File: config.mk
export PLATFORM = sky130hd
export DESIGN_NAME = sram_matcher
export DESIGN_NICKNAME = d
export VERILOG_FILES = /design/src/switch_pkg.sv /design/src/sram_matcher.sv
export SDC_FILE = /design/constraint.sdc
export NUM_CORES = 1
export LEC_CHECK = 0
export BUFFER_PORTS_ARGS = -buffer_cell sky130_fd_sc_hd__buf_2
export CORE_ASPECT_RATIO = 0.6
export CORE_MARGIN = 8
export CORE_UTILIZATION = 44
export DETAILED_ROUTE_END_ITERATION = 8
export HOLD_SLACK_MARGIN = 0.08
export SYNTH_ARGS = -nofsm -noshare
export SYNTH_HDL_FRONTEND = slang
export SYNTH_SLANG_ARGS = --single-unit
File: constraint.sdc
create_clock -name clk -period 7.3 [get_ports clk]
set_input_delay 1.46 -clock clk [delete_from_list [all_inputs] [get_ports clk]]
set_output_delay 1.46 -clock clk [all_outputs]
set_load 0.1 [all_outputs]
File: src/switch_pkg.sv
package switch_pkg;

    // Frontend FIFO geometry.
    localparam int FIFO_DEPTH = 64;
    localparam int FIFO_AW    = 6;

    localparam int HW_W = 16;  // One halfword on the ingress bus.

    // Header halfword, MSB first.
    typedef struct packed {
        logic [8:0] length;  // Halfwords in the packet, header included.
        logic [2:0] prio;    // Carried along, not scheduled on.
        logic [3:0] dest;
    } pkt_hdr_t;

    // The first halfword is both payload and header.
    typedef union packed {
        logic [HW_W-1:0] raw;
        pkt_hdr_t        hdr;
    } pkt_word_u;

    // Frontend to bank writer stream.
    typedef struct packed {
        logic            vld;
        logic [HW_W-1:0] data;
        logic            eop;  // Set with the last halfword.
    } xfer_t;

    typedef struct packed {
        logic       enable;  // Held until the grant pulse.
        logic [3:0] dest;
        logic [8:0] length;
    } match_req_t;

    typedef struct packed {
        logic       suc;   // One cycle pulse.
        logic [1:0] bank;
    } grant_t;

    // Where a stored packet lives.
    typedef struct packed {
        logic [1:0] bank;
        logic [7:0] start;   // First bank address.
        logic [8:0] length;
        logic [3:0] dest;
    } desc_t;

    // Space handed back by the read side.
    typedef struct packed {
        logic       vld;
        logic [1:0] bank;
        logic [8:0] length;
    } free_t;

endpackage

File: src/sram_matcher.sv
`timescale 1ns/1ps

module sram_matcher import switch_pkg::*; #(
    parameter int NUM_BANKS  = 4,
    parameter int BANK_DEPTH = 256
) (
    input  logic       clk,
    input  logic       rst_n,
    input  match_req_t req,
    input  free_t      free,
    output grant_t     grant
);

    typedef enum logic {M_IDLE, M_PICK} m_state_t;

    localparam int CNT_W = $clog2(BANK_DEPTH + 1);  // Counts up to a whole bank.

    m_state_t         state;
    logic [CNT_W-1:0] free_cnt [NUM_BANKS];
    logic [CNT_W-1:0] add_len  [NUM_BANKS];
    logic [CNT_W-1:0] sub_len  [NUM_BANKS];
    logic             fit;
    logic [1:0]       pick;
    logic             take;

    // Lowest numbered bank with room wins.
    always_comb begin
        fit  = 1'b0;
        pick = '0;
        for (int b = NUM_BANKS - 1; b >= 0; b--) begin
            if (free_cnt[b] >= req.length) begin
                fit  = 1'b1;
                pick = 2'(b);
            end
        end
    end

    assign take = (state == M_PICK) && req.enable && fit;

    always_comb begin
        for (int b = 0; b < NUM_BANKS; b++) begin
            add_len[b] = (free.vld && free.bank == 2'(b)) ? CNT_W'(free.length) : '0;
            sub_len[b] = (take && pick == 2'(b)) ? CNT_W'(req.length) : '0;  // Reservation.
        end
    end

    always_ff @(posedge clk) begin
        if (!rst_n) begin
            for (int b = 0; b < NUM_BANKS; b++) begin
                free_cnt[b] <= CNT_W'(BANK_DEPTH);
            end
        end else begin
            for (int b = 0; b < NUM_BANKS; b++) begin
                free_cnt[b] <= free_cnt[b] + add_len[b] - sub_len[b];
            end
        end
    end

    // One idle cycle after enable, then retry every cycle until a bank fits.
    always_ff @(posedge clk) begin
        if (!rst_n) begin
            state <= M_IDLE;
        end else begin
            case (state)
                M_IDLE: begin
                    if (req.enable && !grant.suc) begin  // Not the request just served.
                        state <= M_PICK;
                    end
                end
                M_PICK: begin
                    if (!req.enable || fit) begin
                        state <= M_IDLE;
                    end
                end
                default: state <= M_IDLE;
            endcase
        end
    end

    always_ff @(posedge clk) begin
        if (!rst_n) begin
            grant <= '0;
        end else begin
            grant <= '{suc: take, bank: pick};
        end
    end

endmodule

==> summary.txt <==
Commonest cells in the netlist = inv_1 (109), ha_1 (72), nor2_1 (46)
Synth area leaders = ha_1 (20%), dfxtp_1 (18%), fa_1 (14%)
Setup bufs post-CTS = 0
DR iter-0 viols = 198
Setup Skew = 0.00706 ns
Clock sink total = 40
Slew Limit Fails = 0
Path category of the worst min-delay check = reg -> reg
Post-DP HPWL = 9.29 mm
Number of buffers created by CTS = 5
Final core utilization = 50.0%
Initial Util = 45.6%
Share of the synthesized area in the top cell type = 19.9%
Synth Area per Inst = 8.32 um^2
Final setup vio count = 0
Final RePlAce weighted congestion = 0.814
CP required = 7.53 ns
Fmax = 165 MHz
Post-cts sizing count = 0
Most frequent cell after synthesis = inv_1
Crit share post-route = 82.8%
Routed vias/inst = 4.93
Largest net degree at the start of global routing = 27
Vias in the first global route = 3612
Gate Count Post-Synth = 545
Crit Path Category = in -> reg
Layout area overhead = 9.80%
Crit Path Max Fanout = 12
# fillers = 965
Worst slew pin tran = 0.956 ns
Crit path DAT = 6.27 ns
IO Port Bufs = 26
Row cnt = 28
Run status = complete, no violations
Crit-path cells = buf_2 -> ha_1 -> nand2b_4 -> a211o_1 -> a2111oi_4 -> buf_4 -> o21bai_4 -> nor2b_1 -> and2_1 -> ha_1 -> inv_1 -> ha_1 -> fa_1 -> a21oi_1 -> o21ai_0 -> a21oi_1 -> o21bai_1 -> a21oi_1 -> xnor3_1 -> nand2_1
Leak pwr = 2.42 nW
Min Tclk post-route = 6.04 ns
Max_cap viols = 0
CTS tree = yes
Setup TNS = 0 ns
EDFF count, synth = 0
RSZ-0062 raised after global routing = false
Syn_nets = 677
TritonRoute pass-1 iters = 4
Die Height = 94.6 um
Critical path launch point type = input pin
Routed len/inst = 15.7 um
Slowest CP cell = nor2b_1
Layout Nets = 706
Initial antenna violation count = 0
Layout cells sized above 1 = 7.84%
Post-route ant nets = 0
CTS root buf = clkbuf_16
Critical path endpoint category = flop
Peak VDD IR = 0.210 mV
Yosys reg bits = 40
Clock Path Buffers = 2
Slowest Stage Delay on Critical Path = 0.55 ns
Total GRT Usage = 17.0%
Clock transition at path regs = 0.07 ns
Power density over cell area = 387 nW/um^2
Register area share after synthesis = 17.7%
H-tree depth = 2
Post-synth cell types = 44
Synthesis Warnings = 0
Worst slew margin = 35.9%
Die area = 13900 um^2
Hold-fix buffers, CTS = 0
Remaining DRCs = 0
First-pass GRT wire length = 18.7 mm
Area leader, netlist = ha_1
Final Hold Viols = 0
Via total after detailed routing = 3496
Remaining global-route overflow = 0
Routed wire length = 11.1 mm
I/O pins = 31
Dominant synthesized flop cell = dfxtp_1
Synthesized cell area = 4530 um^2
Synth async-reset ratio = 0%
Ant diodes = 0
Worst-skew pair later-pin latency = 0.29 ns
Core area = 9950 um^2
Die X = 147 um
## kinds of logic (layout without fill, tap and decap cells)
family	count (synthesis)	after routing	synth area share, %
AOI/OAI and AO/OA	74	74	11.6
adders and majority gates	104	104	34.0
and+or+nand+nor	181	181	20.4
buffers and inverters	118	147	9.94
DFF	40	40	17.7
xor gates and xnor gates	28	28	6.32
## report_power, final
| group | switching (mW) | total, mW | internal (mW) |
|---|---|---|---|
| clock network | 0.0974 | 0.241 | 0.144 |
| registers | 0.0427 | 0.344 | 0.301 |
| logic | 0.750 | 1.34 | 0.591 |
## path summary, 6_finish.rpt
kind | from | cells past startpoint | endpoint | slack [ns]
min | grant[2] | 2 | state | 0.54
min reg2reg | grant[2] | 2 | state | 0.54
max reg2reg | free_cnt[0][0] | 20 | free_cnt[1][8] | 2.28
max | req[0] | 20 | free_cnt[1][8] | 1.26
## area by class of cell
class | count | area [um^2] | share of cell area (%)
repair buffers | 30 | 160 | 3.22
inverters | 110 | 413 | 8.30
flip-flops and latches | 40 | 801 | 16.1
multi-input cells | 387 | 3280 | 65.9
well taps | 135 | 169 | 3.39
clock buffers | 7 | 153 | 3.07
## stage by stage
step | setup WS (ns) | instance area [um^2] | hold WS [ns] | std cells | power (mW)
global placement | 1.20 | 4820 | 0.513 | 702 | 1.64
global route | 1.08 | 4980 | 0.570 | 709 | 2.13
detailed placement | 1.05 | 4820 | 0.521 | 702 | 1.67
CTS | 1.35 | 4980 | 0.537 | 709 | 1.92
finish | 1.26 | 4980 | 0.535 | 709 | 1.93
floorplan | 1.95 | 4530 | 0.526 | 545 | 1.40
## cells in the final DEF, fill, tap and decap left out, types with 2 or more instances in the layout
cell / n
nor3b_1: 3
o211ai_1: 2
clkbuf_16: 5
o21a_1: 10
xnor3_1: 3
clkbuf_8: 2
and3_1: 3
nand2_1: 42
nor4_1: 15
a21o_1: 6
buf_4: 4
xnor2_1: 16
nor2b_1: 7
and2_1: 33
a211oi_1: 4
or2_2: 2
o41a_1: 2
o21bai_1: 7
nor2_1: 46
a211o_1: 2
a21oi_1: 19
ha_1: 72
fa_1: 32
o41ai_1: 3
dfxtp_1: 40
o21ai_0: 13
nand4_1: 2
nand3_1: 3
nand2b_1: 2
inv_1: 109
xor2_1: 9
nor3_1: 17
buf_2: 26
## worst max-delay path: cells and delay by family
| kind | cells | cell delay [ns] |
|---|---|---|
| adder cells (fa/ha/maj) | 4 | 1.07 |
| AO/OA/AOI/OAI | 8 | 1.88 |
| AND/OR/NAND/NOR | 4 | 0.99 |
| XOR/XNOR | 1 | 0.42 |
| buffers and inverters | 3 | 0.45 |
## flip-flops by register name, indices dropped and copies added, names as in the netlist
register and count:
grant 3, state 1, free_cnt 36
## routing by layer
| layer | part of all wire, % | up-vias | track usage, % |
|---|---|---|---|
| li1 | - | 1834 | - |
| met1 | 58 | 1585 | 26.8 |
| met2 | 36 | 72 | 23.7 |
| met3 | 5.8 | 5 | 2.91 |
| met4 | 0.52 | 0 | 2.78 |
| met5 | 0 | - | 0 |
Note: power is estimated with default switching activity, not from simulation.
