**src/switch_pkg.sv**
```systemverilog
package switch_pkg;

    // Frontend FIFO geometry.
    localparam int FIFO_DEPTH = 64;
    localparam int FIFO_AW    = 6;

    localparam int HW_W = 16;  // One halfword on the ingress bus.

    // Header halfword, MSB first.
    typedef struct packed {
        logic [8:0] length;  // Halfwords in the packet, header included.
        logic [2:0] prio;    // Carried along, not scheduled on.
        logic [3:0] dest;
    } pkt_hdr_t;

    // The first halfword is both payload and header.
    typedef union packed {
        logic [HW_W-1:0] raw;
        pkt_hdr_t        hdr;
    } pkt_word_u;

    // Frontend to bank writer stream.
    typedef struct packed {
        logic            vld;
        logic [HW_W-1:0] data;
        logic            eop;  // Set with the last halfword.
    } xfer_t;

    typedef struct packed {
        logic       enable;  // Held until the grant pulse.
        logic [3:0] dest;
        logic [8:0] length;
    } match_req_t;

    typedef struct packed {
        logic       suc;   // One cycle pulse.
        logic [1:0] bank;
    } grant_t;

    // Where a stored packet lives.
    typedef struct packed {
        logic [1:0] bank;
        logic [7:0] start;   // First bank address.
        logic [8:0] length;
        logic [3:0] dest;
    } desc_t;

    // Space handed back by the read side.
    typedef struct packed {
        logic       vld;
        logic [1:0] bank;
        logic [8:0] length;
    } free_t;

endpackage

```
**src/sram_bank_writer.sv**
```systemverilog
`timescale 1ns/1ps

module sram_bank_writer import switch_pkg::*; #(
    parameter int NUM_BANKS  = 4,
    parameter int BANK_DEPTH = 256
) (
    input  logic                          clk,
    input  logic                          rst_n,
    input  grant_t                        grant,
    input  xfer_t                         xfer,
    output logic                          wr_en,
    output logic [1:0]                    wr_bank,
    output logic [$clog2(BANK_DEPTH)-1:0] wr_addr,
    output logic [HW_W-1:0]               wr_data,
    output logic                          desc_vld,
    output desc_t                         desc
);

    localparam int BANK_AW = $clog2(BANK_DEPTH);

    logic [1:0]         gq [2];        // Grants not yet streamed.
    logic               gq_rd;
    logic               gq_wr;
    logic [1:0]         gq_cnt;
    logic               pop;
    logic [1:0]         cur_bank;
    logic [BANK_AW-1:0] wp [NUM_BANKS];
    logic [BANK_AW-1:0] wp_cur;
    logic [BANK_AW-1:0] wp_inc;
    logic [BANK_AW-1:0] start_q;
    logic [8:0]         len_q;
    logic [3:0]         dest_q;
    logic [8:0]         hw_cnt;
    logic               first;
    pkt_word_u          word;

    assign cur_bank = gq[gq_rd];
    assign wp_cur   = wp[cur_bank];
    assign wp_inc   = (wp_cur == BANK_AW'(BANK_DEPTH - 1)) ? '0 : wp_cur + 1'b1;  // Wraps.
    assign first    = (hw_cnt == '0);
    assign word.raw = xfer.data;
    assign pop      = xfer.vld && xfer.eop && (gq_cnt != '0);

    // Bank write happens in the arrival cycle.
    assign wr_en   = xfer.vld;
    assign wr_bank = cur_bank;
    assign wr_addr = wp_cur;
    assign wr_data = xfer.data;

    always_ff @(posedge clk) begin
        if (!rst_n) begin
            gq_rd  <= 1'b0;
            gq_wr  <= 1'b0;
            gq_cnt <= '0;
        end else begin
            if (grant.suc) begin
                gq_wr <= ~gq_wr;
            end
            if (pop) begin
                gq_rd <= ~gq_rd;
            end
            gq_cnt <= gq_cnt + 2'(grant.suc) - 2'(pop);
        end
    end

    always_ff @(posedge clk) begin
        if (grant.suc) begin
            gq[gq_wr] <= grant.bank;
        end
    end

    always_ff @(posedge clk) begin
        if (!rst_n) begin
            for (int b = 0; b < NUM_BANKS; b++) begin
                wp[b] <= '0;
            end
            hw_cnt <= '0;
        end else if (xfer.vld) begin
            wp[cur_bank] <= wp_inc;
            hw_cnt       <= xfer.eop ? 9'd0 : hw_cnt + 9'd1;
        end
    end

    // Header fields from the first halfword.
    always_ff @(posedge clk) begin
        if (xfer.vld && first) begin
            start_q <= wp_cur;
            len_q   <= word.hdr.length;
            dest_q  <= word.hdr.dest;
        end
    end

    always_ff @(posedge clk) begin
        if (!rst_n) begin
            desc_vld <= 1'b0;
        end else begin
            desc_vld <= xfer.vld && xfer.eop;
        end
    end

    always_ff @(posedge clk) begin
        if (xfer.vld && xfer.eop) begin
            desc.bank   <= cur_bank;
            desc.start  <= first ? wp_cur : start_q;  // Single halfword packet.
            desc.length <= first ? word.hdr.length : len_q;
            desc.dest   <= first ? word.hdr.dest : dest_q;
        end
    end

endmodule

```
**config.mk**
```make
export PLATFORM = sky130hd
export DESIGN_NAME = sram_bank_writer
export DESIGN_NICKNAME = d
export VERILOG_FILES = /design/src/switch_pkg.sv /design/src/sram_bank_writer.sv
export SDC_FILE = /design/constraint.sdc
export NUM_CORES = 1
export LEC_CHECK = 0
export ABC_AREA = 1
export ABC_CLOCK_PERIOD_IN_PS = 3100
export BUFFER_PORTS_ARGS = -buffer_cell sky130_fd_sc_hd__buf_2
export CAP_MARGIN = 20
export CORE_UTILIZATION = 56
export DETAILED_ROUTE_END_ITERATION = 10
export PLACE_DENSITY_LB_ADDON = 0.1
export SLEW_MARGIN = 20
export SYNTH_ARGS = -nofsm -noshare
export SYNTH_HDL_FRONTEND = slang
export SYNTH_SLANG_ARGS = --single-unit
```
**constraint.sdc**
```tcl
create_clock -name clk -period 3.1 [get_ports clk]
set_input_delay 0.155 -clock clk [delete_from_list [all_inputs] [get_ports clk]]
set_output_delay 0.155 -clock clk [all_outputs]
set_load 0.005 [all_outputs]
```
==> impl_metrics.tcl <==
set metrics [dict create \
    period_share_pct 79.84 \
    cts_tree "done" \
    synthCells 413 \
    dieHeight_um 90.86 \
    port_buffers 67 \
    grt_remaining_overflow 0 \
    antenna_found_initial 0 \
    ir_drop_mv 0.2988 \
    worstHoldStart "xfer[1]" \
    syn-num-nets 441 \
    clock-sinks 95 \
    vias 2931 \
    hp-class "in2reg" \
    cpLargestDelayFamily "simple AND/OR/NAND/NOR gates" \
    path_depth 14 \
    cp_data_required_time_ps 3210 \
    cts_setup_buffers 0 \
    hold-path-cell-count 1 \
    maxCapViolCount 0 \
    path_max_fanout 20 \
    drcViolationCount 0 \
    post_route_cells_drive_above_1_share_pct 28.83 \
    drt_wl_total_um 8126 \
    worstSetupPathType "reg2reg" \
    fin_skew_ps 11.06 \
    start_util_pct 57.52 \
    cp-end-kind "register" \
    antenna_cells 0 \
    met2_usage_pct 35.10 \
    busiest_layer "met2" \
    cp_slowest_cell "dfxtp_1" \
    ys_seq_area_share_pct 61.12 \
    cts_buffer_depth 2 \
    report.final.setup_viol 0 \
    worstPathCellList "nand2_2 > nand2_4 > nand2_1 > nand3_2 > nand2_2 > inv_1 > ha_1 > nand3_2 > nor2_1 > inv_1 > nor2_1 > nor2_1 > nand2_1 > nor2_1" \
    dp_hpwl_um 5587 \
    finalNetCount 512 \
    power_density_nw_per_um2 555.2 \
    reg2regPathDepth 14 \
    yosys_register_bits 95 \
    ys_warn_count 0 \
    synth_area_um2 4422 \
    die_w_um 90.86 \
    slew_violations 0 \
    areaGrowthSynthToFinish_pct 14.37 \
    start_kind "register" \
    min_period_ps 2475 \
    first_pass_iters 4 \
    grt_max_degree 30 \
    grt_pass1_vias 2902 \
    crit_buf_inv 2 \
    drtIter0Drc 165 \
    post_drt_wl_per_cell_um 13.75 \
    clkLatencyLatePin_ps 370 \
    grt_usage_pct 21.88 \
    grt_use_met3_pct 3.367 \
    hold_ws_ps 23.77 \
    grt_pass1_wl_um 13790 \
    setup_tns_ps 0 \
    gp_congestion 0.8495 \
    hold_viol 0 \
    outcome "finished clean" \
    finalPower_mw 2.808 \
    vias_per_cell 4.959 \
    avgSynthCellArea_um2 10.71 \
    ant_nets 0 \
    rsz0062_at_grt "no" \
    grtUsageMet1_pct 28.51 \
    io_pins 74 \
    synth.distinct_cells 31 \
    rows 32 \
    p_leak_nw 2.170 \
    path_clk_slew_ps 90 \
    h-tree-depth 3 \
    max_freq_mhz 404.0 \
    core-area_um2 7687 \
    cp_common_cell "nor2_1" \
    worstMarginPinSlew_ps 660.0 \
    slowest_delay_ps 450 \
    worstPathArrival_ps 2580 \
    slew_headroom_pct 56.00 \
    cts_buffers 9 \
    cts-root-buf "clkbuf_8" \
    die_area_um2 8256 \
]
[through the flow]
step                area (um2)  util, %  std cells  setup slack (ps)
floorplan                 4422        -        413             667.9
global placement          4721    61.41        561             772.2
detailed placement        4721    61.41        561             657.5
CTS                       5057    65.79        591             622.4
global route              5057    65.79        591             401.7
finish                    5057    65.79        591             624.9
[registers in the layout (all words and copies together) (netlist names), named ones only]
name and cells:
wp 32, desc 23, hw_cnt 9, len_q 9, start_q 8, dest_q 4
gq 4, gq_cnt 2, desc_vld 1, gq_rd 1, gq_wr 1
[routing by layer]
layer  wire length (um)  vias up
met2               3769       77
met5                  0        -
met3                343       15
met4                211        0
li1                   -     1488
met1               3802     1351
[power by group]
| group | switching, mW | internal, mW |
|---|---|---|
| clock | 0.436 | 0.379 |
| sequential | 0.0287 | 1.50 |
| combinational | 0.297 | 0.169 |
[placed cells by master, fill, tap and decap left out, types with 8 or more instances in the layout]
master / Yosys / routed
edfxtp_1: 80 / 80
clkbuf_8: 0 / 9
nand2_2: 16 / 16
dfxtp_1: 15 / 15
a21oi_1: 8 / 8
nand3_1: 26 / 26
dlygate4sd3_1: 0 / 14
nor2_1: 44 / 43
buf_2: 0 / 67
inv_1: 58 / 58
nand2_1: 69 / 69
nand3_2: 11 / 11
mux2_2: 14 / 14
o21ai_0: 15 / 15
[kinds of logic (layout without fill, tap and decap cells)]
kind of cell    Yosys count  in the layout  share of synthesized area, %
compound gates           28             28                         3.622
xor+xnor                  1              1                        0.1981
fa+ha+maj                 5              5                         1.415
buf+inv                  85            161                         9.621
flops                    95             95                         61.12
mux                      14             14                         3.565
simple gates            185            185                         20.46
[path summary, 6_finish.rpt]
kind | end | slack [ps]
worst max register to register | wp[1][6] | 620
worst min-delay path | dest_q[0] | 20
worst max-delay path | wp[1][6] | 620
worst min register to register | gq_rd | 460
[area by class of cell]
| type | count | area (um2) |
|---|---|---|
| flip-flops and latches | 95 | 2703 |
| repair buffers | 86 | 513.0 |
| clock buffers | 10 | 127.6 |
| inverters | 59 | 221.5 |
| fillers | 636 | 2630 |
| clock inverters | 6 | 68.82 |
| well taps | 102 | 127.6 |
| multi-input cells | 233 | 1296 |
[synth_stat cells]
cell type  number  area [um2]
o21ai_2         2       17.52
nand2_1        69       259.0
nand3_1        26       130.1
o21ai_0        15       75.07
mux2_2         14       157.7
nor3_1          4       20.02
buf_4          18       135.1
nand3_2        11       110.1
xor2_1          1       8.760
ha_1            5       62.56
inv_1          58       217.7
nor2_4          1       11.26
nand4_1         1       6.260
inv_2           1       3.750
o21ai_1         1       5.000
edfxtp_1       80        2402
nand2_4         3       33.78
nor2_1         44       165.2
nand2_2        16       100.1
buf_6           3       33.78
nor4_1          1       6.260
a21oi_4         1       16.27
clkbuf_1        4       15.01
dfxtp_1        15       300.3
nand3b_1        4       30.03
a21oi_1         8       40.04
a31oi_1         1       6.260
buf_12          1       20.02
or2_2           2       12.51
nor2_2          2       12.51
nor3b_1         1       7.510
[repair_timing]
action,4_1_cts,5_1_grt
hold buffers,14,0
hold endpoints to repair,16,0
gates resized for setup,0,0
(Power assumes the default switching activity.)
