## src/switch_pkg.sv

```systemverilog
package switch_pkg;

    // Frontend FIFO geometry.
    localparam int FIFO_DEPTH = 64;
    localparam int FIFO_AW    = 6;

    localparam int HW_W = 16;  // One halfword on the ingress bus.

    // Header halfword, MSB first.
    typedef struct packed {
        logic [8:0] length;  // Halfwords in the packet, header included.
        logic [2:0] prio;    // Carried along, not scheduled on.
        logic [3:0] dest;
    } pkt_hdr_t;

    // The first halfword is both payload and header.
    typedef union packed {
        logic [HW_W-1:0] raw;
        pkt_hdr_t        hdr;
    } pkt_word_u;

    // Frontend to bank writer stream.
    typedef struct packed {
        logic            vld;
        logic [HW_W-1:0] data;
        logic            eop;  // Set with the last halfword.
    } xfer_t;

    typedef struct packed {
        logic       enable;  // Held until the grant pulse.
        logic [3:0] dest;
        logic [8:0] length;
    } match_req_t;

    typedef struct packed {
        logic       suc;   // One cycle pulse.
        logic [1:0] bank;
    } grant_t;

    // Where a stored packet lives.
    typedef struct packed {
        logic [1:0] bank;
        logic [7:0] start;   // First bank address.
        logic [8:0] length;
        logic [3:0] dest;
    } desc_t;

    // Space handed back by the read side.
    typedef struct packed {
        logic       vld;
        logic [1:0] bank;
        logic [8:0] length;
    } free_t;

endpackage

```

## src/port_wr_frontend.sv

```systemverilog
`timescale 1ns/1ps

module port_wr_frontend import switch_pkg::*; (
    input  logic       clk,
    input  logic       rst_n,
    input  logic       wr_sop,   // Pulse one cycle ahead of the header.
    input  logic       wr_vld,
    input  logic       wr_eop,   // Pulse after the last halfword.
    input  pkt_word_u  wr_data,
    input  grant_t     grant,
    output logic       pause,
    output match_req_t req,
    output xfer_t      xfer
);

    typedef enum logic [1:0] {WR_IDLE, WR_HDR, WR_DATA, WR_DONE} wr_state_t;
    typedef enum logic [1:0] {X_IDLE, X_SEND, X_STALL} xfer_state_t;

    localparam int PAUSE_LVL = FIFO_DEPTH - 3;  // Leaves room for words in flight.

    wr_state_t          wr_state;
    xfer_state_t        xfer_state;

    logic [HW_W-1:0]    buffer [FIFO_DEPTH];
    logic [FIFO_AW-1:0] wr_ptr;
    logic [FIFO_AW-1:0] xfer_ptr;
    logic [FIFO_AW-1:0] xfer_ptr_nxt;
    logic [FIFO_AW-1:0] fifo_cnt;
    logic [FIFO_AW-1:0] hdr_ptr;    // Slot holding the header of the packet in match.
    logic [FIFO_AW-1:0] new_end;
    logic [FIFO_AW-1:0] pend_end;   // End slot of a granted packet not yet started.
    logic [FIFO_AW-1:0] cur_end;    // End slot of the packet being sent.
    logic [8:0]         wr_cnt;
    logic               wr_accept;
    logic               grant_pend;
    logic               xfer_start;
    logic               xfer_last;
    logic               xfer_vld_q;
    logic [HW_W-1:0]    xfer_data_q;
    logic               xfer_eop_q;

    // Words are taken only inside a packet.
    assign wr_accept    = wr_vld && (wr_state == WR_HDR || wr_state == WR_DATA);
    assign fifo_cnt     = wr_ptr - xfer_ptr;
    assign xfer_ptr_nxt = xfer_ptr + 1'b1;
    assign new_end      = hdr_ptr + req.length[FIFO_AW-1:0];  // Packets sit back to back.
    assign xfer_start   = (xfer_state == X_IDLE) && (grant.suc || grant_pend);
    assign xfer_last    = (xfer_state == X_SEND) && (xfer_ptr_nxt == cur_end);

    // Write FSM.
    always_ff @(posedge clk) begin
        if (!rst_n) begin
            wr_state <= WR_IDLE;
        end else begin
            case (wr_state)
                WR_IDLE: begin
                    if (wr_sop) begin
                        wr_state <= WR_HDR;
                    end
                end
                WR_HDR: begin
                    if (wr_vld) begin
                        wr_state <= (wr_data.hdr.length > 9'd1) ? WR_DATA : WR_DONE;
                    end
                end
                WR_DATA: begin
                    if (wr_vld && (wr_cnt + 9'd1 == req.length)) begin
                        wr_state <= WR_DONE;  // Last halfword in.
                    end
                end
                WR_DONE: begin
                    if (wr_sop) begin
                        wr_state <= WR_HDR;   // Back to back packet.
                    end else if (wr_eop) begin
                        wr_state <= WR_IDLE;
                    end
                end
                default: wr_state <= WR_IDLE;
            endcase
        end
    end

    always_ff @(posedge clk) begin
        if (wr_accept) begin
            buffer[wr_ptr] <= wr_data.raw;
        end
    end

    always_ff @(posedge clk) begin
        if (!rst_n) begin
            wr_ptr  <= '0;
            hdr_ptr <= '0;
            wr_cnt  <= '0;
        end else if (wr_accept) begin
            wr_ptr <= wr_ptr + 1'b1;
            if (wr_state == WR_HDR) begin
                hdr_ptr <= wr_ptr;   // Packet starts here.
                wr_cnt  <= 9'd1;
            end else begin
                wr_cnt <= wr_cnt + 9'd1;
            end
        end
    end

    // Request is raised by the header and dropped by the grant.
    always_ff @(posedge clk) begin
        if (!rst_n) begin
            req <= '0;
        end else if (wr_accept && wr_state == WR_HDR) begin
            req.enable <= 1'b1;
            req.dest   <= wr_data.hdr.dest;
            req.length <= wr_data.hdr.length;
        end else if (grant.suc) begin
            req.enable <= 1'b0;
        end
    end

    // Keep a grant that lands while the previous packet still drains.
    always_ff @(posedge clk) begin
        if (!rst_n) begin
            grant_pend <= 1'b0;
        end else if (grant.suc && xfer_state != X_IDLE) begin
            grant_pend <= 1'b1;
        end else if (xfer_start) begin
            grant_pend <= 1'b0;
        end
    end

    always_ff @(posedge clk) begin
        if (grant.suc) begin
            pend_end <= new_end;
        end
        if (xfer_start) begin
            cur_end <= grant.suc ? new_end : pend_end;
        end
    end

    // Transfer FSM.
    always_ff @(posedge clk) begin
        if (!rst_n) begin
            xfer_state <= X_IDLE;
        end else begin
            case (xfer_state)
                X_IDLE: begin
                    if (xfer_start) begin
                        xfer_state <= X_SEND;
                    end
                end
                X_SEND: begin
                    if (xfer_last) begin
                        xfer_state <= X_IDLE;
                    end else if (xfer_ptr_nxt == wr_ptr) begin
                        xfer_state <= X_STALL;  // Caught up with the writer.
                    end
                end
                X_STALL: begin
                    if (xfer_ptr != wr_ptr) begin
                        xfer_state <= X_SEND;
                    end
                end
                default: xfer_state <= X_IDLE;
            endcase
        end
    end

    always_ff @(posedge clk) begin
        if (!rst_n) begin
            xfer_ptr   <= '0;
            xfer_vld_q <= 1'b0;
            xfer_eop_q <= 1'b0;
        end else begin
            xfer_vld_q <= (xfer_state == X_SEND);
            xfer_eop_q <= xfer_last;
            if (xfer_state == X_SEND) begin
                xfer_ptr <= xfer_ptr_nxt;
            end
        end
    end

    always_ff @(posedge clk) begin
        xfer_data_q <= buffer[xfer_ptr];
    end

    assign xfer = '{vld: xfer_vld_q, data: xfer_data_q, eop: xfer_eop_q};

    // Hold the source near full or while the header waits for a bank.
    always_ff @(posedge clk) begin
        if (!rst_n) begin
            pause <= 1'b0;
        end else begin
            pause <= (fifo_cnt >= FIFO_AW'(PAUSE_LVL)) || (req.enable && !grant.suc);
        end
    end

endmodule

```

## config.mk

```make
export PLATFORM = sky130hd
export DESIGN_NAME = port_wr_frontend
export DESIGN_NICKNAME = d
export VERILOG_FILES = /design/src/switch_pkg.sv /design/src/port_wr_frontend.sv
export SDC_FILE = /design/constraint.sdc
export NUM_CORES = 1
export LEC_CHECK = 0
export ABC_AREA = 1
export BUFFER_PORTS_ARGS = -buffer_cell sky130_fd_sc_hd__buf_2
export CAP_MARGIN = 10
export CORE_MARGIN = 2
export CORE_UTILIZATION = 40
export CTS_BUF_LIST = sky130_fd_sc_hd__clkbuf_8
export CTS_CLUSTER_SIZE = 28
export DETAILED_ROUTE_END_ITERATION = 6
export SLEW_MARGIN = 20
export SYNTH_ARGS = -nofsm -noshare
export SYNTH_HDL_FRONTEND = slang
export SYNTH_SLANG_ARGS = --single-unit
```

## constraint.sdc

```tcl
create_clock -name clk -period 3.2 [get_ports clk]
set_input_delay 0.48 -clock clk [delete_from_list [all_inputs] [get_ports clk]]
set_output_delay 0.48 -clock clk [all_outputs]
set_load 0.03 [all_outputs]
```

==> flow_results.org <==
** Outcome
- The run finished with clean final reports.

** Global route
- The via count of the first global-routing pass is about 28k.
- Global routing consumed, over all layers together, a little over a fifth of the routing resources.
- Global routing finished with a remaining overflow of 0.
- Met3 GRT Util :: under 10%
- Met1 Track Usage GR :: between 30% and 40%
- In this run the most used layer during global routing was met2.
- Number of antenna violations at the first check in global routing :: 3
- Met2 demand-to-capacity share in global routing :: 33.3%
- Global-route wire length before repair :: 181 mm
- Entering global routing, the biggest net connects a little over 100 pins.

** Critical path
- The critical path is of the reg2reg type.
- Worst Setup Start Kind :: register
- R2r endpoint :: buffer[12][14]$_DFFE_PP_
- Worst R2R Setup Slack :: 430 ps
- The worst setup path is captured at a register.
- Launching point of the worst reg2reg path :: wr_state[0]$_SDFFE_PN0P_
- The number of cells on the worst reg-to-reg path is 8.
- Worst EP required :: 3690 ps
- Max FO, Critical Path :: 16
- For the worst setup path, the data arrival time is roughly 3300 ps.

** Drt
- The first routing iteration left just over 3k violations.
- The routed layout has a little under 30k vias.
- After detailed routing, the number of vias per cell comes to 5.52.
- Number of nets still failing antenna checks after routing :: 0
- Detailed Routing Iterations Pass 1 :: 5
- For this run, design rule violations remaining after detail routing come to 0.
- In the final routed layout, each cell accounts on average for approximately 23 µm.
- The final layout contains routed wiring with a total length of 122 mm.

** CTS
- Clock-pin slew on the worst setup and hold paths :: roughly 60 ps
- No sink is reached through more buffers than the 3 on the longest clock path.
- In this run the number of H-tree levels came out at 4.
- TritonCTS created 175 clock buffers.
- Post-CTS setup buffer count :: 0
- TritonCTS built the clock tree.
- Clock tree synthesis found a total of 1101 sinks.
- Buffer type at the clock tree root :: sky130_fd_sc_hd__clkbuf_8
- The clock reaches the later pin of the worst-skew pair after approximately 840 ps.

** Min path
- Along the worst hold path, the cell count comes to 1.
- Worst hold path endpoint :: buffer[63][8]$_DFFE_PP_
- In this run the worst hold path is classified as in2reg.
- The startpoint identified for the worst hold timing path is wr_data[8].

** Timing
- Worst clock skew :: around 43 ps
- Setup repair after global routing left no endpoint under its margin.
- Maximum clock rate :: 361 MHz
- Pin slew with the least headroom to its limit :: about 1100 ps
- Measured against its own limit, the worst slew margin works out to roughly 28%.
- The routed design could run at a clock period as short as approximately 2800 ps.
- Fin crit share :: just under 90%
- Setup violations remaining at the end of the flow were counted as 0.
- The count of pins over their slew limit is 0.
- The hold violation count in the final report came to 0.
- Summed over all failing endpoints, the final setup total negative slack is 0 ps.
- Across all hold checks on the routed design, the worst slack comes to roughly 86 ps.

** Floorplan
- Die Area :: about 110000 µm²
- Number of top-level pins :: 57
- The die is ~340 µm wide.
- Initial standard-cell utilization of the core :: 40.4%
- The core region is about 110000 µm².
- Floorplan die height :: about 340 µm
- Rows :: roughly 120

** Synthesis
- Synth Cell Area :: ~44000 µm²
- A synthesized cell averages approximately 12 µm².
- Sequential-to-total area share from yosys stat :: between 70 and 80%
- Synthesis instantiated 39 different standard cells from the library.
- Synthesized netlist net count :: roughly 3.6k
- Number of instances in the synthesized netlist :: between 3k and 4k
- Flip-flop and latch count after synthesis :: around 1.1k
- Syn. warnings :: 0

** Flow run
- Maximum Capacitance Violations :: 0

** Finish
- Area added between synthesis and finish :: 13.7%
- For this run, the post-layout net count is between 3k and 4k.
- Share of post-route cells with drive strength above 1 :: approximately an eighth

** Power and ir drop
- VDD sags by at most about 0.47 mV.
- Summed over all cells, the static leakage comes to between 15 and 20 nW.
- Power per unit of standard cell area :: just under 800 nW/µm²

** Place
- Once detailed placement completed, the half-perimeter wirelength came to about 72 mm.
- Port buffer count :: 54
- Routability-driven placement congestion ratio :: a little over 0.8
## Yosys cell counts (all sizes together)
| cell | instances | share of area [%] |
|---|---|---|
| a21oi | 112 | 1.3 |
| a211oi | 1 | 0.017 |
| clkinv | 2 | 0.017 |
| nand3b | 2 | 0.034 |
| a21o | 1 | 0.017 |
| clkbuf | 151 | 1.3 |
| nand2 | 322 | 2.8 |
| o211ai | 3 | 0.051 |
| nand4 | 2 | 0.028 |
| fa | 2 | 0.091 |
| a31oi | 1 | 0.014 |
| nor4 | 1 | 0.014 |
| o31ai | 1 | 0.017 |
| ha | 18 | 0.51 |
| nor2 | 679 | 5.8 |
| a211o | 1 | 0.020 |
| edfxtp | 1030 | 70 |
| xor2 | 7 | 0.14 |
| nand3 | 89 | 1.0 |
| buf | 89 | 1.2 |
| o22ai | 256 | 3.6 |
| dfxtp | 71 | 3.2 |
| o21ai | 667 | 7.6 |
| a41oi | 1 | 0.020 |
| inv | 58 | 0.50 |
| nor3 | 12 | 0.14 |
| nor3b | 1 | 0.017 |
| xnor2 | 4 | 0.080 |
| or2 | 3 | 0.043 |
## timing repair
action | in CTS | in global routing
resized for setup | 0 | 0
hold endpoints to repair | 17 | 0
hold buffers | 4 | 0
## logic make-up (layout without fill, tap and decap cells)
family / after synthesis / in the layout / synth area share [%]
AO/OA/AOI/OAI: 1044 / 1044 / 12.7
other: 0 / 1 / 0
XOR/XNOR: 11 / 11 / 0.219
AND/OR/NAND/NOR: 1111 / 1111 / 9.87
buffers and inverters: 300 / 620 / 3.00
adder cells (fa/ha/maj): 20 / 20 / 0.604
flip-flops: 1101 / 1101 / 73.6
## how the worst max path moves through the flow
stage,start,endpoint
floorplan,wr_state[0]$_SDFFE_PN0P_,buffer[23][0]$_DFFE_PP_
global placement,wr_state[0]$_SDFFE_PN0P_,buffer[12][10]$_DFFE_PP_
detailed placement,wr_state[0]$_SDFFE_PN0P_,buffer[12][10]$_DFFE_PP_
CTS,wr_state[0]$_SDFFE_PN0P_,buffer[12][14]$_DFFE_PP_
global route,wr_state[0]$_SDFFE_PN0P_,buffer[12][14]$_DFFE_PP_
finish,wr_state[0]$_SDFFE_PN0P_,buffer[12][14]$_DFFE_PP_
## per-layer routing
layer	vias to the layer above	wire length, µm
li1	13500	-
met1	14500	53300
met2	1125	55600
met3	221	9350
met4	0	4200
met5	-	0
## cells in the final DEF (no fill, tap or decap), types with 4 or more instances in the layout
| cell type | instances |
|---|---|
| sky130_fd_sc_hd__ha_1 | 18 |
| sky130_fd_sc_hd__clkbuf_8 | 180 |
| sky130_fd_sc_hd__a21oi_1 | 112 |
| sky130_fd_sc_hd__xnor2_1 | 4 |
| sky130_fd_sc_hd__o21ai_0 | 585 |
| sky130_fd_sc_hd__nand3_1 | 87 |
| sky130_fd_sc_hd__inv_1 | 131 |
| sky130_fd_sc_hd__dfxtp_1 | 67 |
| sky130_fd_sc_hd__inv_6 | 5 |
| sky130_fd_sc_hd__buf_4 | 155 |
| sky130_fd_sc_hd__xor2_1 | 7 |
| sky130_fd_sc_hd__dlygate4sd3_1 | 4 |
| sky130_fd_sc_hd__nor2_1 | 677 |
| sky130_fd_sc_hd__o22ai_1 | 256 |
| sky130_fd_sc_hd__buf_2 | 54 |
| sky130_fd_sc_hd__o21ai_1 | 82 |
| sky130_fd_sc_hd__clkinv_1 | 32 |
| sky130_fd_sc_hd__inv_8 | 4 |
| sky130_fd_sc_hd__buf_12 | 36 |
| sky130_fd_sc_hd__nand2_1 | 322 |
| sky130_fd_sc_hd__nor3_1 | 10 |
| sky130_fd_sc_hd__edfxtp_1 | 1030 |
| sky130_fd_sc_hd__clkinv_2 | 7 |
## flip-flops by register name, summed over array words and instances, names as in the netlist
register / cells
buffer: 1024
hdr_ptr: 6
req: 14
wr_ptr: 6
xfer_eop_q: 1
xfer_state: 2
wr_state: 2
pend_end: 6
xfer_data_q: 16
xfer_vld_q: 1
pause: 1
xfer_ptr: 6
wr_cnt: 9
grant_pend: 1
cur_end: 6
## power breakdown
group          internal (mW)  switching [mW]
registers               16.1           0.363
clock network           5.31            5.53
logic                   3.49            8.47
## metrics by stage
| step | setup WS, ps | instances | total power [mW] | utilization, % | area, µm² |
|---|---|---|---|---|---|
| after floorplan | 422 | 3587 | 23.6 | - | 43900 |
| after global placement | 522 | 5006 | 28.6 | 43.0 | 46800 |
| after detailed placement | 465 | 5006 | 28.6 | 43.0 | 46800 |
| after CTS | 421 | 5321 | 39.4 | 45.9 | 50000 |
| after global routing | 329 | 5322 | 41.1 | 45.9 | 50000 |
| final | 432 | 5322 | 39.3 | 45.9 | 50000 |
## cell type report
type                    count  area, µm²
well taps                1414       1770
fillers                  9812      58900
clock buffers             180       2480
diodes                      1       2.50
flip-flops and latches   1101      32400
repair buffers            249       2190
multi-input cells        2186      10300
clock inverters           131        623
inverters                  60        251
## critical path: stages (launching register included)
cell	delay (ps)
sky130_fd_sc_hd__dfxtp_1	390
sky130_fd_sc_hd__inv_1	100
sky130_fd_sc_hd__ha_1	310
sky130_fd_sc_hd__nand2_1	320
sky130_fd_sc_hd__nor2_1	380
sky130_fd_sc_hd__nand2_1	170
sky130_fd_sc_hd__buf_4	210
sky130_fd_sc_hd__nor2_1	180
sky130_fd_sc_hd__buf_4	330
No activity file was read; power rests on OpenSTA's default activity.
